--- config.mk ---
export PLATFORM = sky130hd
export DESIGN_NAME = nbf_loader
export DESIGN_NICKNAME = d
export VERILOG_FILES = /design/src/mem_sys_pkg.sv /design/src/nbf_loader.sv
export VERILOG_INCLUDE_DIRS = /design/src /design/src/include
export SDC_FILE = /design/constraint.sdc
export NUM_CORES = 1
export LEC_CHECK = 0
export BUFFER_PORTS_ARGS = -buffer_cell sky130_fd_sc_hd__buf_2
export CELL_PAD_IN_SITES_DETAIL_PLACEMENT = 0
export CELL_PAD_IN_SITES_GLOBAL_PLACEMENT = 1
export CORE_MARGIN = 2
export CORE_UTILIZATION = 13
export CTS_CLUSTER_DIAMETER = 30
export DETAILED_ROUTE_END_ITERATION = 10
export PLACE_DENSITY = 0.86
export SLEW_MARGIN = 15
export SYNTH_ARGS = -nofsm -noshare
export SYNTH_HDL_FRONTEND = slang
export SYNTH_SLANG_ARGS = --single-unit
--- constraint.sdc ---
create_clock -name clk_i -period 0.83 [get_ports clk_i]
set_input_delay 0.0415 -clock clk_i [delete_from_list [all_inputs] [get_ports clk_i]]
set_output_delay 0.0415 -clock clk_i [all_outputs]
set_load 0.1 [all_outputs]
--- src/include/mem_sys_consts.svh ---
/*
  memory subsystem constants
  widths, memory size, host window base and the memory latency bound
*/
`ifndef MEM_SYS_CONSTS_SVH
`define MEM_SYS_CONSTS_SVH

// width of every command port address
`define MS_ADDR_W 16

// data path width
`define MS_DATA_W 32

// memory index bits, higher address bits alias
`define MS_MEM_AW 8

// core addresses from here up belong to the host device
`define MS_HOST_BASE 16'h8000

// worst case memory latency in cycles
`define MS_MAX_LAT 7

// console character width
`define MS_CHAR_W 8

`endif

--- src/mem_sys_pkg.sv ---
/*
  memory subsystem types
  opcodes, handshake states and router targets shared by the blocks
*/
package mem_sys_pkg;

  // core and memory command opcode
  typedef enum logic {
    MEM_RD = 1'b0,
    MEM_WR = 1'b1
  } mem_op_e;

  // loader record kinds
  typedef enum logic {
    LOAD_WR     = 1'b0,
    LOAD_FINISH = 1'b1
  } load_op_e;

  // four-phase responder progress
  typedef enum logic [1:0] {
    HS_IDLE = 2'b00,
    HS_BUSY = 2'b01,
    HS_DONE = 2'b10,
    HS_DROP = 2'b11
  } hs_state_e;

  // where the router sends a core command
  typedef enum logic {
    ROUTE_MEM  = 1'b0,
    ROUTE_HOST = 1'b1
  } route_e;

endpackage

--- src/nbf_loader.sv ---
/*
  boot image loader
  turns write records into memory writes and a finish record into a done flag
*/
`include "mem_sys_consts.svh"

module nbf_loader
  (input  logic                     clk_i
  , input  logic                    rst_i
  , input  logic                    load_req_i
  , input  mem_sys_pkg::load_op_e   load_op_i
  , input  logic [`MS_ADDR_W-1:0]   load_addr_i
  , input  logic [`MS_DATA_W-1:0]   load_data_i
  , output logic                    load_ack_o
  , output logic                    load_done_o
  , output logic                    ld_req_o
  , output logic [`MS_ADDR_W-1:0]   ld_addr_o
  , output logic [`MS_DATA_W-1:0]   ld_wdata_o
  , input  logic                    ld_ack_i
  );

  mem_sys_pkg::hs_state_e state_q;
  logic                   done_q;

  always_ff @(posedge clk_i)
  begin
    if (rst_i)
    begin
      state_q <= mem_sys_pkg::HS_IDLE;
      done_q  <= 1'b0;
    end
    else
    begin
      unique case (state_q)
        mem_sys_pkg::HS_IDLE:
        begin
          if (load_req_i && (load_op_i == mem_sys_pkg::LOAD_FINISH))
          begin
            // no memory access, sticky until reset
            done_q  <= 1'b1;
            state_q <= mem_sys_pkg::HS_DONE;
          end
          else if (load_req_i)
            state_q <= mem_sys_pkg::HS_BUSY;
        end
        // write in flight through the arbiter
        mem_sys_pkg::HS_BUSY:
        begin
          if (ld_ack_i)
            state_q <= mem_sys_pkg::HS_DROP;
        end
        mem_sys_pkg::HS_DROP:
        begin
          if (!ld_ack_i)
            state_q <= mem_sys_pkg::HS_DONE;
        end
        // record acked, wait for the testbench to drop req
        mem_sys_pkg::HS_DONE:
        begin
          if (!load_req_i)
            state_q <= mem_sys_pkg::HS_IDLE;
        end
        default: state_q <= mem_sys_pkg::HS_IDLE;
      endcase
    end
  end

  assign ld_req_o    = (state_q == mem_sys_pkg::HS_BUSY);
  // record fields stay stable while load req is high
  assign ld_addr_o   = load_addr_i;
  assign ld_wdata_o  = load_data_i;
  assign load_ack_o  = (state_q == mem_sys_pkg::HS_DONE);
  assign load_done_o = done_q;

endmodule

==> key figures <==
Power and ir drop
  – Power share of the sequential group: 21.3%
  – Max VDD drop: 0.342 mV
  – Tot Pwr: 0.811 mW
  – Lkg Pwr: 0.142 nW
  – Cell Pwr Density: 2090 nW/um^2
  – Internal: 0.573 mW
  – Clock Power Share: 52.0%
  – Net Sw Frac: 29.3%
  – Combinational Power Share: 26.7%
  – Net Sw Power: 0.238 mW

STA
  – Min Tclk post-route: 971 ps
  – Unrepaired setup endpoints after global routing: true
  – Max Fclk: 1030 MHz
  – Min Hold Slack: 20.8 ps
  – Post-route setup slack: -141 ps
  – Worst slew pin tran: 223 ps
  – Relative slew margins: 85.0%
  – Final clock skew: 0.213 ps
  – Final Hold Viols: 0
  – Tcrit/Tclk final: 117%
  – Final setup fails: 4
  – Final slew viol count: 0

Global route
  – Initial antenna violation count: 0
  – Global route overflow: 0
  – Vias in the first global route: 233
  – Total GRT Usage: 3.32%
  – Largest net degree at the start of global routing: 5
  – M3 GR Usage: 3.25%
  – Most Crowded Layer GR: met4
  – First-pass GRT wire length: 972 um
  – Met1 GRT Util: 1.44%
  – M2 GR Usage: 4.21%

Yosys
  – Yosys warns: 0
  – Syn Area/Cell: 7.70 sq um
  – Post-synthesis register bit count: 3
  – Synth area leader: buf_4
  – Synth Cell Area: 493 sq um
  – FFs w/ async S/R, synth: 0%
  – Mapped Nets: 117
  – Synth Flop Type: dfxtp_1
  – Most instantiated library cell after synthesis: buf_4
  – Ranking of synthesized cells by area: buf_4, dfxtp_1, a221oi_2
  – Post-synth top cells: buf_4, dfxtp_1, inv_1
  – Sequential share of the synthesized area: 12.2%
  – Synth top area share: 73.1%
  – Number of synthesized flops with an enable pin: 0
  – Cell count after synthesis: 64
  – Unique masters post-synth: 11

Setup path
  – CP Launch Type: register
  – Reg2Reg Setup Slack: -110 ps
  – Worst Path Required: 790 ps
  – CP max FO: 3
  – Critical path class: reg -> out
  – Worst Setup End Kind: output pin
  – Arrival @ worst endpoint: 930 ps

Floorplan
  – Die H: 65.6 um
  – Core region area: 3660 sq um
  – Initial Util: 13.5%
  – Die ar.: 4300 sq um
  – Total I/O pin count: 104
  – Rows: 22
  – Die Wd: 65.6 um

Placed design
  – Number of port buffers: 7
  – GPL Wtd Cong: 0.618
  – Detail Placement HPWL: 468 um

Detailed routing
  – Routed Antenna Nets: 0
  – Avg WL per Cell: 8.66 um
  – Final WL: 684 um
  – 1st-iter DRT viols: 2
  – Via count: 218
  – Drt pass-1 iters: 2
  – Vias per cell: 2.76
  – DRC errors left: 0

Final layout
  – Layout cells sized above 1: 74.2%
  – # fillers: 411
  – Post-layout net count: 85
  – Multi-input logic area: 77.6 sq um
  – Ant. Diodes: 0
  – Seq. cell area: 71.3 sq um
  – Layout area overhead: -21.3%
  – Final Util: 10.6%

Clock tree
  – Clock buffer depth: 2
  – Clk_lat worst skew: 210 ps
  – Clock root cell: clkbuf_8
  – TritonCTS Buffers: 3
  – H-tree depth: 1
  – Clock Sinks: 3
  – CTS tree: built
  – Clock transition at the registers of the reported paths: 30 ps

Flow run
  – Max-Cap Viols: 0

Hold path
  – Worst min-delay path class: in -> reg

Status
  – Outcome: finished, violations left
  – Failing checks: negative setup slack
critical path, cell delays in order (launching register included):
cell and delay [ps]:
dfxtp_4 360, inv_4 40, nor2_4 130, buf_12 180
power by group through the flow:
| stage | clock network [mW] | registers (mW) | logic [mW] |
|---|---|---|---|
| after floorplan | 0 | 0.196 | 1.18 |
| after global placement | 0 | 0.172 | 0.184 |
| after detailed placement | 0 | 0.172 | 0.185 |
| after CTS | 0.434 | 0.172 | 0.195 |
| after global routing | 0.447 | 0.175 | 0.227 |
| final | 0.422 | 0.173 | 0.216 |
cell families (layout without fill, tap and decap cells):
family	count (synthesis)	in the layout	share of synthesized area (%)
and+or+nand+nor	4	4	3.81
DFF	3	3	12.2
buffers and inverters	52	19	76.1
AOI/OAI and AO/OA	5	5	7.87
per-layer routing:
metal  wire, um  part of all wire [%]  up-vias
met1        167                    24       89
met3        161                    24       12
met5          0                     0        -
met2        296                    43       31
li1           -                     -       86
met4         59                   8.6        0
path summary, 6_finish.rpt:
check / start / end / depth (start not counted)
hold reg to reg: load_done_o / load_done_o / 2
setup reg to reg: state_q[0] / load_done_o / 5
hold / removal: rst_i / load_done_o / 2
setup / recovery: state_q[0] / ld_req_o / 3
flip-flops by register name (all words and copies together), names as in the netlist:
register / flops
load_done_o: 1
state_q: 2
area by class of cell:
cell class | instances | share of cell area, %
Clock buffer | 4 | 11.6
Sequential cell | 3 | 18.4
Timing Repair Buffer | 11 | 29.4
Multi-Input combinational cell | 9 | 20.0
Tap cell | 48 | 15.5
Inverter | 4 | 5.16
repair_timing:
action,CTS,global route
resized for setup,3,5
setup buffers,1,3
pin swaps,1,4
setup endpoints to repair,4,5
hold buffers,0,0
cell usage in the layout (no fill, tap or decap):
cell	n
nor2_4	2
buf_4	3
clkbuf_8	3
a221oi_2	1
buf_12	3
a21oi_1	1
inv_1	2
o21ai_0	2
nor2_1	1
buf_2	4
inv_4	2
nand3_1	1
dfxtp_4	3
buf_6	1
clkbuf_1	1
a41oi_2	1
per-stage QoR:
stage | setup slack, ps | instance area, sq um | std cells | setup TNS (ps)
finish | -141 | 388 | 79 | -472
global route | -178 | 388 | 79 | -641
CTS | -145 | 352 | 76 | -293
detailed placement | -56.8 | 290 | 71 | -81.6
global placement | -16.0 | 290 | 71 | -17.7
floorplan | -346 | 510 | 64 | -606
(Power assumes the default switching activity.)
