File: config.mk
export PLATFORM = sky130hd
export DESIGN_NAME = io_router
export DESIGN_NICKNAME = d
export VERILOG_FILES = /design/src/mem_sys_pkg.sv /design/src/io_router.sv
export VERILOG_INCLUDE_DIRS = /design/src /design/src/include
export SDC_FILE = /design/constraint.sdc
export NUM_CORES = 1
export LEC_CHECK = 0
export ABC_AREA = 1
export ABC_CLOCK_PERIOD_IN_PS = 3600
export BUFFER_PORTS_ARGS = -buffer_cell sky130_fd_sc_hd__buf_2
export CORE_AREA = 2 2 93 95
export DETAILED_ROUTE_END_ITERATION = 10
export DIE_AREA = 0 0 95 97
export MAX_ROUTING_LAYER = met4
export SYNTH_ARGS = -nofsm -noshare
export SYNTH_HDL_FRONTEND = slang
export SYNTH_SLANG_ARGS = --single-unit
File: constraint.sdc
create_clock -name clk_i -period 3.6 [get_ports clk_i]
set_clock_uncertainty 0.2 [all_clocks]
set_input_delay 0.54 -clock clk_i [delete_from_list [all_inputs] [get_ports clk_i]]
set_output_delay 0.54 -clock clk_i [all_outputs]
set_load 0.02 [all_outputs]
File: src/include/mem_sys_consts.svh
/*
  memory subsystem constants
  widths, memory size, host window base and the memory latency bound
*/
`ifndef MEM_SYS_CONSTS_SVH
`define MEM_SYS_CONSTS_SVH

// width of every command port address
`define MS_ADDR_W 16

// data path width
`define MS_DATA_W 32

// memory index bits, higher address bits alias
`define MS_MEM_AW 8

// core addresses from here up belong to the host device
`define MS_HOST_BASE 16'h8000

// worst case memory latency in cycles
`define MS_MAX_LAT 7

// console character width
`define MS_CHAR_W 8

`endif

File: src/mem_sys_pkg.sv
/*
  memory subsystem types
  opcodes, handshake states and router targets shared by the blocks
*/
package mem_sys_pkg;

  // core and memory command opcode
  typedef enum logic {
    MEM_RD = 1'b0,
    MEM_WR = 1'b1
  } mem_op_e;

  // loader record kinds
  typedef enum logic {
    LOAD_WR     = 1'b0,
    LOAD_FINISH = 1'b1
  } load_op_e;

  // four-phase responder progress
  typedef enum logic [1:0] {
    HS_IDLE = 2'b00,
    HS_BUSY = 2'b01,
    HS_DONE = 2'b10,
    HS_DROP = 2'b11
  } hs_state_e;

  // where the router sends a core command
  typedef enum logic {
    ROUTE_MEM  = 1'b0,
    ROUTE_HOST = 1'b1
  } route_e;

endpackage

File: src/io_router.sv
/*
  core command router
  sends core commands to memory or, at and above the host base, to the host device
*/
`include "mem_sys_consts.svh"

module io_router
  (input  logic                     clk_i
  , input  logic                    rst_i
  // core port
  , input  logic                    core_req_i
  , input  mem_sys_pkg::mem_op_e    core_op_i
  , input  logic [`MS_ADDR_W-1:0]   core_addr_i
  , input  logic [`MS_DATA_W-1:0]   core_wdata_i
  , output logic                    core_ack_o
  , output logic [`MS_DATA_W-1:0]   core_rdata_o
  // toward the memory arbiter
  , output logic                    rt_req_o
  , output mem_sys_pkg::mem_op_e    rt_op_o
  , output logic [`MS_ADDR_W-1:0]   rt_addr_o
  , output logic [`MS_DATA_W-1:0]   rt_wdata_o
  , input  logic                    rt_ack_i
  , input  logic [`MS_DATA_W-1:0]   rt_rdata_i
  // toward the host device
  , output logic                    host_req_o
  , output mem_sys_pkg::mem_op_e    host_op_o
  , output logic                    host_reg_o
  , output logic [`MS_DATA_W-1:0]   host_wdata_o
  , input  logic                    host_ack_i
  , input  logic [`MS_DATA_W-1:0]   host_rdata_i
  );

  mem_sys_pkg::hs_state_e state_q;
  mem_sys_pkg::route_e    route_q;
  logic [`MS_DATA_W-1:0]  rdata_q;
  logic                   tgt_ack;
  logic                   tgt_busy;

  // ack of whichever target this transaction picked
  assign tgt_ack  = (route_q == mem_sys_pkg::ROUTE_HOST) ? host_ack_i : rt_ack_i;
  assign tgt_busy = (state_q == mem_sys_pkg::HS_BUSY);

  always_ff @(posedge clk_i)
  begin
    if (rst_i)
    begin
      state_q <= mem_sys_pkg::HS_IDLE;
      route_q <= mem_sys_pkg::ROUTE_MEM;
    end
    else
    begin
      unique case (state_q)
        mem_sys_pkg::HS_IDLE:
        begin
          // decode once, route fixed for the whole exchange
          if (core_req_i)
          begin
            route_q <= (core_addr_i >= `MS_HOST_BASE) ? mem_sys_pkg::ROUTE_HOST
                                                      : mem_sys_pkg::ROUTE_MEM;
            state_q <= mem_sys_pkg::HS_BUSY;
          end
        end
        mem_sys_pkg::HS_BUSY:
        begin
          if (tgt_ack)
            state_q <= mem_sys_pkg::HS_DROP;
        end
        // target req low, wait out its ack
        mem_sys_pkg::HS_DROP:
        begin
          if (!tgt_ack)
            state_q <= mem_sys_pkg::HS_DONE;
        end
        mem_sys_pkg::HS_DONE:
        begin
          if (!core_req_i)
            state_q <= mem_sys_pkg::HS_IDLE;
        end
        default: state_q <= mem_sys_pkg::HS_IDLE;
      endcase
    end
  end

  // capture target data on its ack
  always_ff @(posedge clk_i)
  begin
    if (tgt_busy && tgt_ack)
      rdata_q <= (route_q == mem_sys_pkg::ROUTE_HOST) ? host_rdata_i : rt_rdata_i;
  end

  assign rt_req_o     = tgt_busy && (route_q == mem_sys_pkg::ROUTE_MEM);
  assign rt_op_o      = core_op_i;
  assign rt_addr_o    = core_addr_i;
  assign rt_wdata_o   = core_wdata_i;
  assign host_req_o   = tgt_busy && (route_q == mem_sys_pkg::ROUTE_HOST);
  assign host_op_o    = core_op_i;
  // bit 0 picks console or finish register
  assign host_reg_o   = core_addr_i[0];
  assign host_wdata_o = core_wdata_i;
  assign core_ack_o   = (state_q == mem_sys_pkg::HS_DONE);
  assign core_rdata_o = rdata_q;

endmodule

==> results.sh <==
export IMPL_worst_pin_slew_ns=0.8434
export IMPL_crit_type="flip-flop to primary output"
export IMPL_cts_setup_buffers=0
export IMPL_rsz0062_at_grt="false"
export IMPL_hold_depth=2
export IMPL_arrival_ns=1.36
export IMPL_rrSetupSlack_ns=1.50
export IMPL_synth_cell_types=14
export IMPL_drt_iter0_markers=27
export IMPL_cts_resized=0
export IMPL_hold_path_endpoint="state_q[0]"
export IMPL_grtUsageTotal=0.1147
export IMPL_final_setup_tns_ns=0
export IMPL_slew_headroom=0.4364
export IMPL_cts_buffers=5
export IMPL_hold_violations=0
export IMPL_final_antenna_net_count=0
export IMPL_gp_congestion=0.7095
export IMPL_vias=1495
export IMPL_p_leak_nw=1.138
export IMPL_dp_hpwl_um=4717
export IMPL_status="complete, no violations"
export IMPL_syn_instance_count=246
export IMPL_highest_layer="met4"
export IMPL_clk_latency_ns=0.28
export IMPL_syn2layout_area_growth_pct=4.053
export IMPL_maxSlewViolCount=0
export IMPL_synth_area_um2=2192
export IMPL_worstHoldPathType="input pin to flip-flop"
export IMPL_layout_cells_most_common="buf_2"
export IMPL_cts_tree="built"
export IMPL_globalRouteOverflowTotal=0
export IMPL_die_area_um2=9215
export IMPL_final_cell_mix="105 x buf_2, 102 x nand2_1, 32 x edfxtp_1"
export IMPL_vdd_ir_drop_max_uv=115.5
export IMPL_r2r_cells=4
export IMPL_ys_ff_latch=35
export IMPL_grt_pass1_wl_um=7300
export IMPL_port_buffers=105
export IMPL_min_period_over_period=0.5821
export IMPL_antenna_cells=0
export IMPL_start_util=0.2695
export IMPL_fmax_ghz=0.4772
export IMPL_nets=387
export IMPL_cts_root_buf="clkbuf_8"
export IMPL_routedWlPerCell_um=15.04
export IMPL_grt_max_degree=36
export IMPL_setup_viol=0
export IMPL_cts_sinks=35
export IMPL_design_area_um2=2281
export IMPL_period_needed_ns=2.096
export IMPL_syn_num_nets=364
export IMPL_ios=236
export IMPL_cts_buffer_depth=2
export IMPL_fin_ws_ns=1.504
export IMPL_reg2reg_from="route_q"
export IMPL_syn_area_per_cell_um2=8.911
export IMPL_hold_buffers=0
export IMPL_wl_met3_um=1174
export IMPL_r2r_end="core_rdata_o[23]"
export IMPL_grt_pass1_vias=1327
export IMPL_die_w_um=95
export IMPL_m1WireLength_um=1569
export IMPL_vias_per_cell=3.987
export IMPL_dr_pass1_iters=4
export IMPL_drive_gt1_frac=0.4407
export IMPL_endpoint_kind="primary output"
export IMPL_clk_pin_slew_ns=0.07
export IMPL_seq_area_frac_synth=0.4658
export IMPL_met2_length_um=2752
export IMPL_min_delay_start="rst_i"
export IMPL_fp_dieH_um=97
export IMPL_ys_warn_count=0
export IMPL_htree_num_levels=2
export IMPL_coreArea_um2=8134
export IMPL_core_rowCount=33
export IMPL_post_place_ws_ns=1.469
export IMPL_crit_required_ns=2.86
export IMPL_powerDensity_nw_per_um2=432.7
export IMPL_crit_fanout=35
export IMPL_antenna_found_initial=0
export IMPL_placed_cell_area_um2=2173
export IMPL_cp_start_kind="flip-flop"
export IMPL_drt_total_wl_um=5640
export IMPL_drc=0
export IMPL_cap_violations=0
-- metrics by stage --
step / hold slack, ns / cells / total power [mW] / util
after global placement: 0.3172 / 367 / 0.6663 / 0.2672
after global routing: 0.2448 / 375 / 1.036 / 0.2804
after CTS: 0.2373 / 375 / 1.006 / 0.2804
final: 0.2499 / 375 / 0.9869 / 0.2804
after detailed placement: 0.3260 / 367 / 0.6673 / 0.2672
after floorplan: 0.2923 / 246 / 0.7302 / -
-- sequential cells by signal, indices dropped and copies added (netlist names) --
register,flops
core_rdata_o,32
route_q,1
state_q,2
-- worst max-delay path: stages, from the launching register on --
cell	delay [ns]
dfxtp_1	0.40
buf_4	0.36
nor2_1	0.13
buf_2	0.18
-- worst max-delay path by stage --
stage	from	to	slack, ns
floorplan	host_ack_i	core_rdata_o[0]	0.90
global placement	route_q	core_rdata_o[16]	1.49
detailed placement	route_q	core_rdata_o[10]	1.47
CTS	route_q	core_rdata_o[28]	1.45
global route	route_q	core_rdata_o[23]	1.36
finish	route_q	rt_req_o	1.50
-- cell type report --
cell class,instances,area [um2]
inverters,5,23.77
multi-input cells,116,464.2
clock inverters,3,38.79
clock buffers,5,68.82
flip-flops and latches,35,1021
fillers,848,5853
repair buffers,106,533.0
well taps,105,131.4
-- cell families after synthesis --
kind of cell | after synthesis | synth area share
AND/OR/NAND/NOR | 112 | 0.1975
buffers and inverters | 95 | 0.3259
flip-flops | 35 | 0.4658
AO/OA/AOI/OAI | 4 | 0.01084
-- where the power goes --
group | internal (mW) | total (mW) | leakage [nW] | switching (mW)
registers | 0.480 | 0.488 | 0.321 | 0.00830
logic | 0.0625 | 0.166 | 0.762 | 0.104
clock network | 0.202 | 0.332 | 0.0556 | 0.130
-- cell usage after synthesis --
library cell  instances  area (um2)
edfxtp_1             32       960.9
a21oi_2               1       8.760
inv_6                 1       8.760
inv_1                 4       15.01
nor2_1                6       22.52
o21ai_0               1       5.000
nand3_1               1       5.000
a21oi_1               2       10.01
buf_6                 4       45.04
nand2_2               2       12.51
buf_4                86       645.6
dfxtp_1               3       60.06
nand3_2               1       10.01
nand2_1             102       382.9
-- layer usage --
metal / up-vias / GRT usage
met2: 168 / 0.2029
met3: 18 / 0.09502
li1: 726 / -
met1: 583 / 0.07583
met4: 0 / 0.05128
met5: - / -
Power figures use the tool's default switching activity.
