`src/include/mem_sys_consts.svh`:
```
/*
  memory subsystem constants
  widths, memory size, host window base and the memory latency bound
*/
`ifndef MEM_SYS_CONSTS_SVH
`define MEM_SYS_CONSTS_SVH

// width of every command port address
`define MS_ADDR_W 16

// data path width
`define MS_DATA_W 32

// memory index bits, higher address bits alias
`define MS_MEM_AW 8

// core addresses from here up belong to the host device
`define MS_HOST_BASE 16'h8000

// worst case memory latency in cycles
`define MS_MAX_LAT 7

// console character width
`define MS_CHAR_W 8

`endif

```
`src/mem_sys_pkg.sv`:
```
/*
  memory subsystem types
  opcodes, handshake states and router targets shared by the blocks
*/
package mem_sys_pkg;

  // core and memory command opcode
  typedef enum logic {
    MEM_RD = 1'b0,
    MEM_WR = 1'b1
  } mem_op_e;

  // loader record kinds
  typedef enum logic {
    LOAD_WR     = 1'b0,
    LOAD_FINISH = 1'b1
  } load_op_e;

  // four-phase responder progress
  typedef enum logic [1:0] {
    HS_IDLE = 2'b00,
    HS_BUSY = 2'b01,
    HS_DONE = 2'b10,
    HS_DROP = 2'b11
  } hs_state_e;

  // where the router sends a core command
  typedef enum logic {
    ROUTE_MEM  = 1'b0,
    ROUTE_HOST = 1'b1
  } route_e;

endpackage

```
`src/mem_arbiter.sv`:
```
/*
  round-robin memory arbiter
  grants the loader or the router one complete four-phase memory transaction
*/
`include "mem_sys_consts.svh"

module mem_arbiter
  (input  logic                     clk_i
  , input  logic                    rst_i
  // loader side, writes only
  , input  logic                    ld_req_i
  , input  logic [`MS_ADDR_W-1:0]   ld_addr_i
  , input  logic [`MS_DATA_W-1:0]   ld_wdata_i
  , output logic                    ld_ack_o
  // router side
  , input  logic                    rt_req_i
  , input  mem_sys_pkg::mem_op_e    rt_op_i
  , input  logic [`MS_ADDR_W-1:0]   rt_addr_i
  , input  logic [`MS_DATA_W-1:0]   rt_wdata_i
  , output logic                    rt_ack_o
  , output logic [`MS_DATA_W-1:0]   rt_rdata_o
  // memory side
  , output logic                    mem_req_o
  , output mem_sys_pkg::mem_op_e    mem_op_o
  , output logic [`MS_ADDR_W-1:0]   mem_addr_o
  , output logic [`MS_DATA_W-1:0]   mem_wdata_o
  , input  logic                    mem_ack_i
  , input  logic [`MS_DATA_W-1:0]   mem_rdata_i
  );

  mem_sys_pkg::hs_state_e state_q;
  // last granted peer, also the live grant during a transaction
  logic last_rt_q;
  logic pick_rt;
  logic win_ack;

  // router wins when alone or when the loader went last
  assign pick_rt = rt_req_i && (!ld_req_i || !last_rt_q);

  always_ff @(posedge clk_i)
  begin
    if (rst_i)
    begin
      state_q   <= mem_sys_pkg::HS_IDLE;
      last_rt_q <= 1'b0;
    end
    else
    begin
      unique case (state_q)
        mem_sys_pkg::HS_IDLE:
        begin
          if (ld_req_i || rt_req_i)
          begin
            last_rt_q <= pick_rt;
            state_q   <= mem_sys_pkg::HS_BUSY;
          end
        end
        // memory req high, waiting for its ack
        mem_sys_pkg::HS_BUSY:
        begin
          if (mem_ack_i)
            state_q <= mem_sys_pkg::HS_DONE;
        end
        // winner holds its req as long as it likes
        mem_sys_pkg::HS_DONE:
        begin
          if (!(last_rt_q ? rt_req_i : ld_req_i))
            state_q <= mem_sys_pkg::HS_DROP;
        end
        // memory req low, wait for the memory to let go
        mem_sys_pkg::HS_DROP:
        begin
          if (!mem_ack_i)
            state_q <= mem_sys_pkg::HS_IDLE;
        end
        default: state_q <= mem_sys_pkg::HS_IDLE;
      endcase
    end
  end

  // req goes out the cycle after the grant
  assign mem_req_o   = (state_q == mem_sys_pkg::HS_BUSY) || (state_q == mem_sys_pkg::HS_DONE);
  assign mem_op_o    = last_rt_q ? rt_op_i : mem_sys_pkg::MEM_WR;
  assign mem_addr_o  = last_rt_q ? rt_addr_i : ld_addr_i;
  assign mem_wdata_o = last_rt_q ? rt_wdata_i : ld_wdata_i;

  // winner ack follows the memory ack until req is dropped
  assign win_ack    = mem_ack_i && mem_req_o;
  assign ld_ack_o   = win_ack && !last_rt_q;
  assign rt_ack_o   = win_ack && last_rt_q;
  assign rt_rdata_o = mem_rdata_i;

endmodule

```
`config.mk`:
```
export PLATFORM = sky130hd
export DESIGN_NAME = mem_arbiter
export DESIGN_NICKNAME = d
export VERILOG_FILES = /design/src/mem_sys_pkg.sv /design/src/mem_arbiter.sv
export VERILOG_INCLUDE_DIRS = /design/src /design/src/include
export SDC_FILE = /design/constraint.sdc
export NUM_CORES = 1
export LEC_CHECK = 0
export ABC_AREA = 1
export BUFFER_PORTS_ARGS = -buffer_cell sky130_fd_sc_hd__buf_2
export CAP_MARGIN = 10
export CORE_AREA = 2 2 83 85
export CTS_BUF_LIST = sky130_fd_sc_hd__clkbuf_16
export DETAILED_ROUTE_END_ITERATION = 16
export DIE_AREA = 0 0 85 87
export PLACE_DENSITY = 0.56
export SYNTH_ARGS = -nofsm -noshare
export SYNTH_HDL_FRONTEND = slang
export SYNTH_SLANG_ARGS = --single-unit
```
`constraint.sdc`:
```
create_clock -name clk_i -period 1.5 [get_ports clk_i]
set_clock_uncertainty 0.2 [all_clocks]
set_input_delay 0.225 -clock clk_i [delete_from_list [all_inputs] [get_ports clk_i]]
set_output_delay 0.225 -clock clk_i [all_outputs]
set_load 0.005 [all_outputs]
```
==> impl_metrics.env <==
export IMPL_status="complete, but fails checks"
export IMPL_violations="negative setup slack"
export IMPL_gr_usage_all_layers=0.1174
export IMPL_yosysTopAreaCell="nand2_1"
export IMPL_chipWidth_um=85
export IMPL_die_area_um2=7395
export IMPL_wl_met3_um=476
export IMPL_p_leak_nw=1.343
export IMPL_worst_pin_slew_ps=183.7
export IMPL_grt_start_max_net_pins=24
export IMPL_top_level_ports=218
export IMPL_clock_path_buffers=2
export IMPL_hold_viol=0
export IMPL_port_buffers=153
export IMPL_yosysTopAreaCellShare=0.5132
export IMPL_die_h_um=87
export IMPL_rrSetupSlack_ps=100
export IMPL_reg2reg_to="state_q[0]"
export IMPL_clk_pin_slew_ps=30
export IMPL_switching_power_mw=1.071
export IMPL_cts_root_buf="clkbuf_16"
export IMPL_vias=1771
export IMPL_worst_slack_ps=-72.19
export IMPL_synth_cell_type_count=15
export IMPL_min_period_ps=1572
export IMPL_synth_area_leaders="nand2_1 (51%), buf_4 (21%), ha_1 (5.5%)"
export IMPL_antenna_found_initial=1
export IMPL_antenna_left=0
export IMPL_synth_area_um2=1141
export IMPL_drc=0
export IMPL_swShare=0.4308
export IMPL_drive_above_1_share=0.4973
export IMPL_rows=30
export IMPL_cts_tree="done"
export IMPL_area_growth_pct=77.52
export IMPL_core_um2=6569
export IMPL_dpl_hpwl_mm=4.197
export IMPL_relSlewSlack=0.8767
export IMPL_endpoint_kind="output pin"
export IMPL_dp_cells=434
export IMPL_maxSlewViolCount=0
export IMPL_ys_seq_area_frac=0.05263
export IMPL_fillerInstances=761
export IMPL_synth_nets=376
export IMPL_cp_arrival_ps=1150
export IMPL_grt_pass1_wl_mm=7.044
export IMPL_clkPwrFrac=0.168
export IMPL_synth_warnings=0
export IMPL_rr_worst_depth=9
export IMPL_required_ps=1070
export IMPL_clkSinkCount=3
export IMPL_drtIter0Drc=50
export IMPL_critical_path_class="reg2out"
export IMPL_ir_drop_mv=0.8341
export IMPL_ys_ff_latch=3
export IMPL_p_per_area_nw_per_um2=1227
export IMPL_min_path_type="in2reg"
export IMPL_start_util=0.1737
export IMPL_startpoint_type="flip-flop"
export IMPL_wirelength_mm=5.110
export IMPL_avgSynthCellArea_um2=4.815
export IMPL_via_per_inst=3.980
export IMPL_fin_util=0.3084
export IMPL_first_pass_iters=4
export IMPL_place_congestion=0.8314
export IMPL_insertion_delay_ps=220
export IMPL_comb_power_share=0.766
export IMPL_wl_met1_mm=1.928
export IMPL_p_int_mw=1.415
export IMPL_period_share=1.048
export IMPL_top_layer="met4"
export IMPL_cp_max_fo=3
export IMPL_synthCells=237
export IMPL_final_cell_count_no_fill=445
export IMPL_fin_nets=504
export IMPL_wl_per_cell_um=11.48
export IMPL_grt_overflow=0
export IMPL_timing_rr_start="state_q[1]"
export IMPL_pre_cts_slack_ps=14.10
export IMPL_crit_start="state_q[0]"
export IMPL_grt_pass1_vias=1498
export IMPL_h_tree_depth=1
export IMPL_cap_violations=0
export IMPL_endpoint="rt_ack_o"
export IMPL_max_freq_ghz=0.6361
export IMPL_holdWs_ps=25.56
export IMPL_cts_buffers_inserted=3
export IMPL_met2_length_mm=2.598
export IMPL_power_frac_seq=0.066
export IMPL_setup_violations=21
export IMPL_rsz0062_at_grt="true"
[cell families after synthesis]
group,Yosys count,share of synthesized area
AOI/OAI and AO/OA,2,0.01206
and+or+nand+nor,173,0.5800
DFF,3,0.05263
buffers and inverters,54,0.3004
adders and majority gates,5,0.05482
[area by class of cell]
type / count / area [µm²] / area share
repair buffers: 166 / 957.2 / 0.4725
multi-input cells: 180 / 769.5 / 0.3799
well taps: 80 / 100.1 / 0.04941
clock buffers: 3 / 75.07 / 0.03706
flip-flops and latches: 3 / 66.31 / 0.03274
inverters: 11 / 51.30 / 0.02532
clock inverters: 1 / 3.754 / 0.001853
diodes: 1 / 2.502 / 0.001235
[critical path, stage by stage, from the launching register on]
cell and delay (ps):
dfxtp_2 320, inv_2 50, ha_4 280, inv_4 40
nor3_2 100, buf_2 140
[registers in the layout, indices dropped and copies added (netlist names)]
name       cells
state_q        2
last_rt_q      1
[power groups by stage]
stage / clock (mW) / sequential, mW / combinational, mW
after floorplan: 0 / 0.140 / 0.929
after global placement: 0 / 0.138 / 1.56
after detailed placement: 0 / 0.139 / 1.59
after CTS: 0.424 / 0.161 / 1.84
after global routing: 0.431 / 0.166 / 2.14
final: 0.417 / 0.164 / 1.91
[routing by layer]
layer | GRT usage | vias up
met5 | 0 | -
met4 | 0.04329 | 0
met3 | 0.02370 | 15
met2 | 0.2131 | 92
met1 | 0.1357 | 735
li1 | - | 929
[how the worst min path moves through the flow]
| stage | end | depth (start not counted) | startpoint | slack [ps] |
|---|---|---|---|---|
| floorplan | last_rt_q | 1 | rst_i | 100 |
| global placement | last_rt_q | 2 | rst_i | 200 |
| detailed placement | last_rt_q | 2 | rst_i | 200 |
| CTS | last_rt_q | 2 | ld_req_i | 20 |
| global route | last_rt_q | 2 | ld_req_i | 30 |
| finish | last_rt_q | 2 | ld_req_i | 30 |
[cell usage in the layout, fill, tap and decap left out]
| master | Yosys | layout |
|---|---|---|
| buf_2 | 10 | 153 |
| a21oi_1 | 1 | 1 |
| buf_6 | 1 | 1 |
| nor3_4 | 0 | 1 |
| nand3_1 | 4 | 4 |
| dlygate4sd3_1 | 0 | 1 |
| inv_1 | 9 | 7 |
| inv_4 | 0 | 1 |
| dfxtp_4 | 0 | 1 |
| nor2_1 | 9 | 8 |
| nor2_2 | 1 | 2 |
| dfxtp_2 | 0 | 2 |
| nor3_2 | 0 | 1 |
| buf_16 | 0 | 1 |
| inv_2 | 2 | 3 |
| or2_1 | 1 | 1 |
| clkbuf_16 | 0 | 4 |
| diode_2 | 0 | 1 |
| inv_8 | 0 | 1 |
| ha_4 | 0 | 1 |
| a311oi_1 | 1 | 1 |
| buf_12 | 0 | 4 |
| ha_1 | 5 | 4 |
| nand2_1 | 156 | 156 |
| buf_4 | 32 | 5 |
[synth_stat cells, drive strengths merged]
cell type,n
nand2,156
buf,43
inv,11
nor2,10
ha,5
nand3,4
dfxtp,3
nor3,2
a21oi,1
a311oi,1
or2,1
[stage by stage]
step	TNS (ps)	area [µm²]	total power [mW]
after floorplan	0	1141	1.069
after global placement	0	1784	1.696
after detailed placement	0	1784	1.728
after CTS	-413.5	1981	2.424
after global routing	-2769	2023	2.735
final	-367.2	2026	2.486
[timing repair]
item                       in CTS  in global routing
pin swaps                       3                  4
gates resized for setup        16                  4
setup buffers                   3                  0
gates cloned                    1                  1
setup endpoints to repair      50                 53
hold buffers                    1                  0
hold endpoints to repair        1                  0
No activity file was read; power rests on OpenSTA's default activity.
