$ cat config.mk
export PLATFORM = sky130hd
export DESIGN_NAME = host_dev
export DESIGN_NICKNAME = d
export VERILOG_FILES = /design/src/mem_sys_pkg.sv /design/src/host_dev.sv
export VERILOG_INCLUDE_DIRS = /design/src /design/src/include
export SDC_FILE = /design/constraint.sdc
export NUM_CORES = 1
export LEC_CHECK = 0
export BUFFER_PORTS_ARGS = -buffer_cell sky130_fd_sc_hd__buf_2
export CAP_MARGIN = 20
export CORE_ASPECT_RATIO = 0.8
export CORE_MARGIN = 1
export CORE_UTILIZATION = 52
export DETAILED_ROUTE_END_ITERATION = 10
export GPL_ROUTABILITY_DRIVEN = 0
export PLACE_DENSITY = 0.79
export SLEW_MARGIN = 20
export SYNTH_ARGS = -nofsm -noshare
export SYNTH_HDL_FRONTEND = slang
export SYNTH_SLANG_ARGS = --single-unit
$ cat constraint.sdc
create_clock -name clk_i -period 3.4 [get_ports clk_i]
set_clock_uncertainty 0.2 [all_clocks]
set_input_delay 0.51 -clock clk_i [delete_from_list [all_inputs] [get_ports clk_i]]
set_output_delay 0.51 -clock clk_i [all_outputs]
set_load 0.03 [all_outputs]
$ cat src/include/mem_sys_consts.svh
/*
  memory subsystem constants
  widths, memory size, host window base and the memory latency bound
*/
`ifndef MEM_SYS_CONSTS_SVH
`define MEM_SYS_CONSTS_SVH

// width of every command port address
`define MS_ADDR_W 16

// data path width
`define MS_DATA_W 32

// memory index bits, higher address bits alias
`define MS_MEM_AW 8

// core addresses from here up belong to the host device
`define MS_HOST_BASE 16'h8000

// worst case memory latency in cycles
`define MS_MAX_LAT 7

// console character width
`define MS_CHAR_W 8

`endif

$ cat src/mem_sys_pkg.sv
/*
  memory subsystem types
  opcodes, handshake states and router targets shared by the blocks
*/
package mem_sys_pkg;

  // core and memory command opcode
  typedef enum logic {
    MEM_RD = 1'b0,
    MEM_WR = 1'b1
  } mem_op_e;

  // loader record kinds
  typedef enum logic {
    LOAD_WR     = 1'b0,
    LOAD_FINISH = 1'b1
  } load_op_e;

  // four-phase responder progress
  typedef enum logic [1:0] {
    HS_IDLE = 2'b00,
    HS_BUSY = 2'b01,
    HS_DONE = 2'b10,
    HS_DROP = 2'b11
  } hs_state_e;

  // where the router sends a core command
  typedef enum logic {
    ROUTE_MEM  = 1'b0,
    ROUTE_HOST = 1'b1
  } route_e;

endpackage

$ cat src/host_dev.sv
/*
  host device
  console character register with a counter, plus a sticky program finish flag
*/
`include "mem_sys_consts.svh"

module host_dev
  (input  logic                     clk_i
  , input  logic                    rst_i
  , input  logic                    host_req_i
  , input  mem_sys_pkg::mem_op_e    host_op_i
  , input  logic                    host_reg_i
  , input  logic [`MS_DATA_W-1:0]   host_wdata_i
  , output logic                    host_ack_o
  , output logic [`MS_DATA_W-1:0]   host_rdata_o
  , output logic                    putchar_v_o
  , output logic [`MS_CHAR_W-1:0]   putchar_o
  , output logic                    program_finish_o
  );

  logic                  ack_q;
  logic                  finish_q;
  logic [`MS_DATA_W-1:0] char_cnt_q;
  logic                  acc;
  logic                  wr;

  // one access per request, on the cycle ack rises
  assign acc = host_req_i && !ack_q;
  assign wr  = acc && (host_op_i == mem_sys_pkg::MEM_WR);

  always_ff @(posedge clk_i)
  begin
    if (rst_i)
    begin
      ack_q       <= 1'b0;
      finish_q    <= 1'b0;
      char_cnt_q  <= '0;
      putchar_v_o <= 1'b0;
    end
    else
    begin
      ack_q       <= host_req_i;
      // single cycle strobe per console write
      putchar_v_o <= wr && !host_reg_i;
      if (wr && !host_reg_i)
        char_cnt_q <= char_cnt_q + 1'b1;
      if (wr && host_reg_i)
        finish_q <= 1'b1;
    end
  end

  // reg 0 reads the count, reg 1 the flag in bit 0
  always_ff @(posedge clk_i)
  begin
    if (acc)
      host_rdata_o <= host_reg_i ? {{(`MS_DATA_W-1){1'b0}}, finish_q} : char_cnt_q;
    if (wr && !host_reg_i)
      putchar_o <= host_wdata_i[`MS_CHAR_W-1:0];
  end

  assign host_ack_o       = ack_q;
  assign program_finish_o = finish_q;

endmodule

==> impl_metrics.tcl, run 1 <==
set metrics [dict create \
    setup_tns_ns 0 \
    drv_slew 0 \
    cts.sinks 75 \
    postSynth.asyncResetShare_pct 0 \
    wl_mm 5.147 \
    grt_max_degree 39 \
    min_to "putchar_o[7]" \
    top_level_ports 80 \
    place_hpwl_mm 3.334 \
    syn_area_um2 3043 \
    cts_tree "done" \
    grt_overflow 0 \
    netlist.area_leader.share_pct 39.47 \
    critPathArrivalTime_ns 2.38 \
    cts_buffer_depth 2 \
    grtUsageTotal_pct 18.86 \
    hp-start "host_wdata_i[7]" \
    timing.final.ws_setup_ns 1.083 \
    ctsHoldBuffers 0 \
    post-place-ws_ns 0.8132 \
    drive_above_1_share_pct 25.62 \
    outcome "complete, no violations" \
    synth_edf_count 40 \
    fin_crit_sh_pct 68.14 \
    nets 353 \
    critPathKind "register to register" \
    startpoint_type "register" \
    fp.coreArea_um2 5555 \
    numCtsBuffers 9 \
    power_per_cell_area_nw_per_um2 459.3 \
    reg2reg_from "host_ack_o" \
    reg2reg_slack_ns 1.08 \
    die_x_um 87.53 \
    hold_viol 0 \
    routedWlPerCell_um 12.93 \
    vias 2105 \
    area_delta_synth_final_pct 16.74 \
    synth_cells 259 \
    post_cts_resized 0 \
    yosys-top-cells-area "edfxtp_1 (39%), dfxtp_1 (23%), nor2b_1 (6.6%)" \
    die_h_um 70.42 \
    yosysUniqueCellTypes 31 \
    min_period_ns 2.317 \
    grt_pass1_wl_mm 8.728 \
    synth.avg_cell_area_um2 11.75 \
    via_per_inst 5.289 \
    critical_path_required_ns 3.46 \
    grt_pass1_vias 2003 \
    yosys.area.top_type "edfxtp_1" \
    synth_fp_nets 297 \
    dieArea_um2 6164 \
    max_freq_mhz 431.7 \
    row_count 24 \
    setup_viol 0 \
    drt-initial-drc-count 123 \
    end_kind "register" \
    root_buffer "clkbuf_8" \
    start_util_pct 54.77 \
    yosysSeqAreaShare_pct 62.50 \
    drc 0 \
    firstDrtPassIters 4 \
    whs_path_depth 1 \
    antennaDiodeCount 0 \
    post_cts_buffers 0 \
    htreeDepth 3 \
    cellLeakagePower_uw 0.001318 \
    rr_endpoint "char_cnt_q[21]" \
    relSlewSlack_pct 54.37 \
    antenna_found_initial 0 \
    r2r_cells 5 \
    drtAntennaViolNets 0 \
    clkTransAtPathRegs_ns 0.07 \
    io_buffer_count 55 \
    cp_max_fo 20 \
    synth_warnings 0 \
    clk_latency_ns 0.34 \
    timing.max_cap.violations 0 \
    rsz0062_at_grt "false" \
    hold_path.class "primary input to register" \
    yosys_most_used_dff "edfxtp_1" \
    worst_pin_slew_ns 0.6845 \
    ys_ff_latch 75 \
    ir_drop_v 0.0003083 \
]
cells by family after synthesis:
group	Yosys count	synth area share (%)
AOI/OAI and AO/OA	41	7.772
buffers and inverters	19	2.590
xor gates and xnor gates	8	2.303
DFF	75	62.50
adders and majority gates	1	0.4111
muxes	5	1.809
and+or+nand+nor	110	22.62
critical path: stages, from the launching register on:
cell	delay (ns)
dfxtp_1	0.33
and4bb_4	0.53
nand4_2	0.27
buf_4	0.26
or4_1	0.50
a21oi_1	0.15
cell type report:
type                    instances  area [µm²]
clock buffers                  11       131.4
clock inverters                 5       32.53
fillers                       459        2003
inverters                       5       18.77
multi-input cells             165        1065
flip-flops and latches         75        1902
well taps                      78       97.59
repair buffers                 59       305.3
metal layers:
| layer | share of wire (%) | vias to the layer above | track usage [%] |
|---|---|---|---|
| met1 | 45 | 963 | 22.92 |
| met2 | 47 | 66 | 29.51 |
| li1 | - | 1072 | - |
| met4 | 1.1 | 0 | 10.56 |
| met5 | 0 | - | 0 |
| met3 | 6.3 | 4 | 6.028 |
sequential cells by signal (all words and copies together) (netlist names):
name	flops
host_ack_o	1
program_finish_o	1
putchar_o	8
host_rdata_o	32
char_cnt_q	32
putchar_v_o	1
synth_stat cells, types with 2 or more instances:
library cell / n
edfxtp_1: 40
dfxtp_1: 35
nor2b_1: 32
a21oi_1: 20
nor2_1: 18
o31ai_1: 12
or4_1: 12
nand3_1: 10
clkbuf_1: 9
o21ai_0: 8
or3_1: 8
nand4_1: 7
and4_1: 6
nand2_1: 6
xor2_1: 6
inv_1: 5
mux2_2: 4
buf_2: 3
nor4_1: 3
and3_1: 2
nand4_2: 2
xnor2_1: 2
worst max-delay path by stage:
stage          startpoint  slack (ns)  cells past startpoint         endpoint
4_1_cts        host_ack_o        1.07                      5   char_cnt_q[21]
3_3_place_gp   host_reg_i        0.86                      6   char_cnt_q[19]
6_report       host_ack_o        1.08                      5   char_cnt_q[21]
3_5_place_dp   host_reg_i        0.81                      6   char_cnt_q[21]
5_1_grt        host_ack_o        0.93                      5   char_cnt_q[21]
2_1_floorplan  host_req_i        0.79                      1  host_rdata_o[0]
placed cells by master (no fill, tap or decap), types with 3 or more instances in the layout:
master    count
o31ai_1      12
nor4_1        3
nand4_1       7
nand2_1       6
or4_1        12
clkbuf_8      9
buf_2        55
a21oi_1      20
xor2_1        6
nor2_1       18
or3_1         8
inv_1         5
dfxtp_1      35
edfxtp_1     40
and4_1        6
nor2b_1      31
o21ai_0       8
nand3_1      10
buf_4         4
mux2_2        4
per-stage QoR:
stage / power [µW] / std cells / cell area (µm²) / util (%) / hold WS, ns
2_1_floorplan: 1058 / 259 / 3043 / - / 0.2519
3_3_place_gp: 1086 / 382 / 3388 / 60.99 / 0.2610
3_5_place_dp: 1088 / 382 / 3388 / 60.99 / 0.2794
4_1_cts: 1657 / 398 / 3552 / 63.94 / 0.1147
5_1_grt: 1691 / 398 / 3552 / 63.94 / 0.1225
6_report: 1632 / 398 / 3552 / 63.94 / 0.1380
power breakdown:
| part | internal (µW) | leakage [µW] | switching [µW] | total, µW |
|---|---|---|---|---|
| Clock | 262 | 0.0000770 | 303 | 566 |
| Sequential | 970 | 0.000685 | 4.66 | 975 |
| Combinational | 22.5 | 0.000557 | 68.6 | 91.1 |
| Total | 1250 | 0.00132 | 377 | 1630 |
(Power assumes the default switching activity.)
==> inputs of run 2 (changes only) <==
clock period = 2.3 ns   (was 3.4 ns; I/O delays follow)
==> run 2 against run 1 <==
Effect of this change: setup slack worse by 0.89 ns; total power grew 62%; via count grew 4.3%; largest cell class unchanged; non-clock buffer count increased by 13; maximum frequency is 10% higher; register-to-register slack worse by 0.89 ns; clock-buffer cell count unchanged; clock power up 87%; combinational power rose by 64%; sequential power increased by 48%; critical endpoint is now char_cnt_q[28]; final area rose by 4.6%.
==> impl_metrics.tcl, run 2 (synthesis gave the netlist of run 1 again) <==
set metrics [dict create \
    outcome "complete, no violations" \
    via_per_inst 5.341 \
    die_h_um 70.42 \
    reg2reg_slack_ns 0.19 \
    area_delta_synth_final_pct 22.08 \
    dp.cells 387 \
    worst_pin_slew_ns 0.4196 \
    grt_overflow 0 \
    fp.coreArea_um2 5555 \
    power_per_cell_area_nw_per_um2 713.4 \
    intPower_uw 2085 \
    reg_top3 "char_cnt_q: 32 flops, host_rdata_o: 32 flops, putchar_o: 8 flops" \
    grt_pass1_vias 2014 \
    setup_viol 0 \
    antennaDiodeCount 0 \
    critPathArrivalTime_ns 2.14 \
    top_level_ports 80 \
    instances_no_fill 411 \
    clk_latency_ns 0.34 \
    io_buffer_count 55 \
    root_buffer "clkbuf_8" \
    fin_crit_sh_pct 91.61 \
    timing.final.ws_setup_ns 0.1930 \
    die_x_um 87.53 \
    critical_path_required_ns 2.33 \
    relSlewSlack_pct 72.03 \
    end_kind "register" \
    htreeDepth 3 \
    place_hpwl_mm 3.598 \
    timing.max_cap.violations 0 \
    vias 2195 \
    grtUsageTotal_pct 20.67 \
    hold_path.class "primary input to register" \
    grt_pass1_wl_mm 9.584 \
    hold_viol 0 \
    wl_mm 5.654 \
    cts_buffer_depth 2 \
    cts_tree "done" \
    path_buf_inv 0 \
    drt-initial-drc-count 122 \
    cp_max_fo 25 \
    p_sw_share_pct 21.31 \
    cts.sinks 75 \
    final_util_pct 66.87 \
    critPathKind "register to register" \
    row_count 24 \
    nets 366 \
    whs_path_depth 2 \
    final_cell_mix "buf_2 (55), edfxtp_1 (40), dfxtp_1 (35)" \
    drtAntennaViolNets 0 \
    rr_endpoint "char_cnt_q[28]" \
    drc 0 \
    r2r_cells 4 \
    drive_above_1_share_pct 26.43 \
    seq_power_share_pct 54.4 \
    reg2reg_from "char_cnt_q[11]" \
    path_depth 4 \
    worst_path_dominant_cell_family "simple AND/OR/NAND/NOR gates" \
    clkTransAtPathRegs_ns 0.07 \
    dieArea_um2 6164 \
    cp_cell_sequence "and4_4, nand4_4, nor4_1, mux2_2" \
    p_comb_share_pct 5.6 \
    slowest_stage "dfxtp_1" \
    post-place-ws_ns 0.1835 \
    p_clk_share_pct 40.0 \
    crit_path_start "char_cnt_q[11]" \
    numCtsBuffers 9 \
    drv_slew 0 \
    post_cts_buffers 0 \
    firstDrtPassIters 5 \
    start_util_pct 54.77 \
    post_cts_resized 0 \
    mostFrequentLayoutCell "buf_2" \
    setup_tns_ns 0 \
    max_freq_mhz 474.6 \
    ir_drop_v 0.0004419 \
    grt_max_degree 34 \
    routedWlPerCell_um 13.76 \
    antenna_found_initial 0 \
    cellLeakagePower_uw 0.001401 \
    cp_slowest_stage_delay_ns 0.44 \
    rsz0062_at_grt "false" \
    endpoint "char_cnt_q[28]" \
    min_period_ns 2.107 \
    switching_power_uw 564.8 \
    startpoint_type "register" \
]
## run 2: cell count changes in the layout (fill, tap and decap cells not counted), sizes merged
cell	before	now
dlygate4sd3	0	8
clkinvlp	2	1
bufinv	0	2
buf	59	64
clkinv	3	2
## run 2: area by class of cell
| class | count | area [µm²] |
|---|---|---|
| Clock buffer | 11 | 131.4 |
| Multi-Input combinational cell | 165 | 1065 |
| Fill cell | 427 | 1841 |
| Sequential cell | 75 | 1902 |
| Tap cell | 78 | 97.59 |
| Clock inverter | 5 | 77.57 |
| Inverter | 5 | 18.77 |
| Timing Repair Buffer | 72 | 422.9 |
## run 2: how the worst min path moves through the flow
| stage | endpoint | start | slack (ns) |
|---|---|---|---|
| 2_1_floorplan | putchar_o[0] | host_wdata_i[0] | 0.24 |
| 3_3_place_gp | char_cnt_q[30] | char_cnt_q[30] | 0.26 |
| 3_5_place_dp | char_cnt_q[30] | char_cnt_q[30] | 0.28 |
| 4_1_cts | host_ack_o | host_req_i | 0.04 |
| 5_1_grt | host_ack_o | host_req_i | 0.05 |
| 6_report | host_ack_o | host_req_i | 0.06 |
## run 2: metrics by stage
step                      power [µW]  cell area [µm²]  hold slack [ns]
after detailed placement        1610             3426           0.2763
final                           2650             3715          0.05553
after CTS                       2667             3715          0.04168
after global routing            2733             3715          0.05219
after global placement          1607             3426           0.2613
after floorplan                 1563             3045           0.2439
## run 2: worst reg2reg max path: stages (launching register included)
cell	delay (ns)
dfxtp_1	0.44
and4_4	0.28
nand4_4	0.29
nor4_1	0.42
mux2_2	0.38
## run 2: what timing repair did
action / 4_1_cts / 5_1_grt
endpoints found under the setup margin: 0 / 0
hold buffers: 8 / 0
hold endpoints to repair: 8 / 0
## run 2: metal layers
| layer | up-vias | global-route usage (%) | part of all wire, % |
|---|---|---|---|
| li1 | 1095 | - | - |
| met1 | 1009 | 27.29 | 46 |
| met2 | 84 | 31.08 | 46 |
| met3 | 7 | 8.629 | 7.3 |
| met4 | 0 | 6.011 | 0.92 |
| met5 | - | 0 | 0 |
## run 2: power by group through the flow
| stage | clock (µW) | sequential (µW) | combinational [µW] |
|---|---|---|---|
| after floorplan | 0 | 1530 | 36.8 |
| after global placement | 0 | 1470 | 136 |
| after detailed placement | 0 | 1470 | 139 |
| after CTS | 1080 | 1440 | 149 |
| after global routing | 1130 | 1440 | 160 |
| final | 1060 | 1440 | 149 |
==> inputs of run 3 (changes only) <==
GPL_TIMING_DRIVEN = 0   (was unset)
==> run 3 against run 2 <==
Effect of this change: critical path depth increased by 1; clock-buffer cell count unchanged; sequential power about the same; register-to-register slack got worse by 0.04 ns; final area is 1.3% higher; total power is 4.9% higher; final cell count grew 1.5%; via count increased by 4.3%; combinational power increased by 7%; first-iteration DRC count increased by 38%; maximum frequency down 2.0%; core utilization is 0.88 points higher; critical path type unchanged; critical endpoint is now char_cnt_q[24]; highest routed layer unchanged.
==> impl_metrics.tcl, run 3 (synthesis gave the netlist of run 1 again) <==
set metrics [dict create \
    startpoint_type "register" \
    grt_pass1_vias 2108 \
    power_per_cell_area_nw_per_um2 738.6 \
    reg2reg_from "char_cnt_q[11]" \
    drc 0 \
    wl_mm 6.180 \
    hp-start "host_req_i" \
    end_kind "register" \
    ctsHoldBuffers 8 \
    post-place-ws_ns 0.008587 \
    cts_tree "done" \
    reg2reg_slack_ns 0.15 \
    ir_drop_v 0.0006456 \
    drt-initial-drc-count 168 \
    top_level_ports 80 \
    htreeDepth 3 \
    row_count 24 \
    p_clk_share_pct 42.4 \
    setup_viol 0 \
    numCtsBuffers 9 \
    outcome "complete, no violations" \
    seq_power_share_pct 51.8 \
    relSlewSlack_pct 64.47 \
    whs_path_depth 2 \
    timing.final.ws_setup_ns 0.1492 \
    setup_tns_ns 0 \
    max_freq_mhz 464.9 \
    cellLeakagePower_uw 0.001410 \
    fin_crit_sh_pct 93.51 \
    intPower_uw 2201 \
    critPathKind "register to register" \
    rr_endpoint "char_cnt_q[24]" \
    p_sw_share_pct 20.83 \
    area_delta_synth_final_pct 23.68 \
    drive_above_1_share_pct 24.48 \
    cts_buffer_depth 2 \
    slowest_stage "dfxtp_1" \
    met2_usage_pct 31.68 \
    fill_cells 415 \
    antenna_found_initial 0 \
    routedWlPerCell_um 14.82 \
    switching_power_uw 579.0 \
    post_cts_buffers 0 \
    die_h_um 70.42 \
    critical_path_required_ns 2.33 \
    grt_pass1_wl_mm 10.16 \
    critPathArrivalTime_ns 2.18 \
    rsz0062_at_grt "false" \
    io_buffer_count 55 \
    start_util_pct 54.77 \
    die_x_um 87.53 \
    cp_cell_sequence "and4_4, nand4_4, buf_4, nor4_1, mux2_2" \
    nets 372 \
    cp_max_fo 10 \
    firstDrtPassIters 4 \
    grt_busiest_layer "met2" \
    clk_latency_ns 0.34 \
    hold_path.class "primary input to register" \
    cp_slowest_stage_delay_ns 0.44 \
    p_comb_share_pct 5.7 \
    place_hpwl_mm 3.887 \
    hold_viol 0 \
    timing.max_cap.violations 0 \
    drtAntennaViolNets 0 \
    post_cts_resized 0 \
    clkTransAtPathRegs_ns 0.08 \
    mostFrequentLayoutCell "buf_2" \
    reg_top3 "char_cnt_q: 32 flops, host_rdata_o: 32 flops, putchar_o: 8 flops" \
    cts.sinks 75 \
    final_cell_mix "buf_2 (58), edfxtp_1 (40), dfxtp_1 (35)" \
    via_per_inst 5.492 \
    grt_overflow 0 \
    grtUsageMet1_pct 30.44 \
    vias 2290 \
    drv_slew 0 \
    min_period_ns 2.151 \
    r2r_cells 5 \
    dieArea_um2 6164 \
    grt_max_degree 22 \
    gr-usage-met3_pct 8.511 \
    fp.coreArea_um2 5555 \
    root_buffer "clkbuf_8" \
    antennaDiodeCount 0 \
    grtUsageTotal_pct 22.30 \
    worst_pin_slew_ns 0.5330 \
    min_to "host_ack_o" \
]
==> run 3: changes by cell type in the layout (fill, tap and decap cells not counted), sizes merged <==
cell / previous run / this run
clkinv: 2 / 1
clkbuf: 11 / 20
bufinv: 2 / 3
buf: 64 / 61
==> run 3: area by class of cell <==
class	instances	area (µm²)	share of cell area [%]
plain buffers	14	60.06	1.596
clock buffers	11	131.4	3.491
clock inverters	5	101.3	2.693
inverters	5	18.77	0.4987
multi-input cells	165	1070	28.42
flip-flops and latches	75	1902	50.53
well taps	78	97.59	2.593
repair buffers	64	382.9	10.17
==> run 3: how the worst max path moves through the flow <==
| stage | cells past startpoint | from | slack [ns] | endpoint |
|---|---|---|---|---|
| floorplan | 5 | host_ack_o | 0.32 | char_cnt_q[31] |
| global placement | 2 | host_req_i | 0.03 | host_rdata_o[17] |
| detailed placement | 5 | host_reg_i | 0.009 | char_cnt_q[24] |
| CTS | 4 | host_ack_o | 0.14 | char_cnt_q[24] |
| global route | 5 | char_cnt_q[11] | 0.03 | char_cnt_q[31] |
| finish | 5 | char_cnt_q[11] | 0.15 | char_cnt_q[24] |
==> run 3: per-layer routing <==
layer	vias to the layer above	part of all wire, %
met1	1049	44
li1	1112	-
met4	0	2.0
met5	-	0
met2	115	46
met3	14	8.9
==> run 3: metrics by stage <==
step           instances  cell area, µm²  hold WS (ns)  utilization (%)  total power [µW]
6_report             417            3764       0.06017            67.75              2780
5_1_grt              417            3764       0.07451            67.75              2868
4_1_cts              417            3764       0.04695            67.75              2792
3_5_place_dp         393            3451        0.2838            62.12              1619
3_3_place_gp         392            3418        0.2637            61.53              1608
2_1_floorplan        259            3045        0.2439                -              1563
==> run 3: power groups by stage <==
stage	Sequential, µW	Clock (µW)	Combinational (µW)
after global routing	1440	1250	170
after detailed placement	1470	0	148
after global placement	1470	0	137
after CTS	1440	1190	158
final	1440	1180	159
after floorplan	1530	0	36.8
==> run 3: critical path, delay by kind of cell, from the launching register on <==
family / cells / cell delay (ns)
mux: 1 / 0.38
simple gates: 3 / 0.81
buf+inv: 1 / 0.22
flops: 1 / 0.44
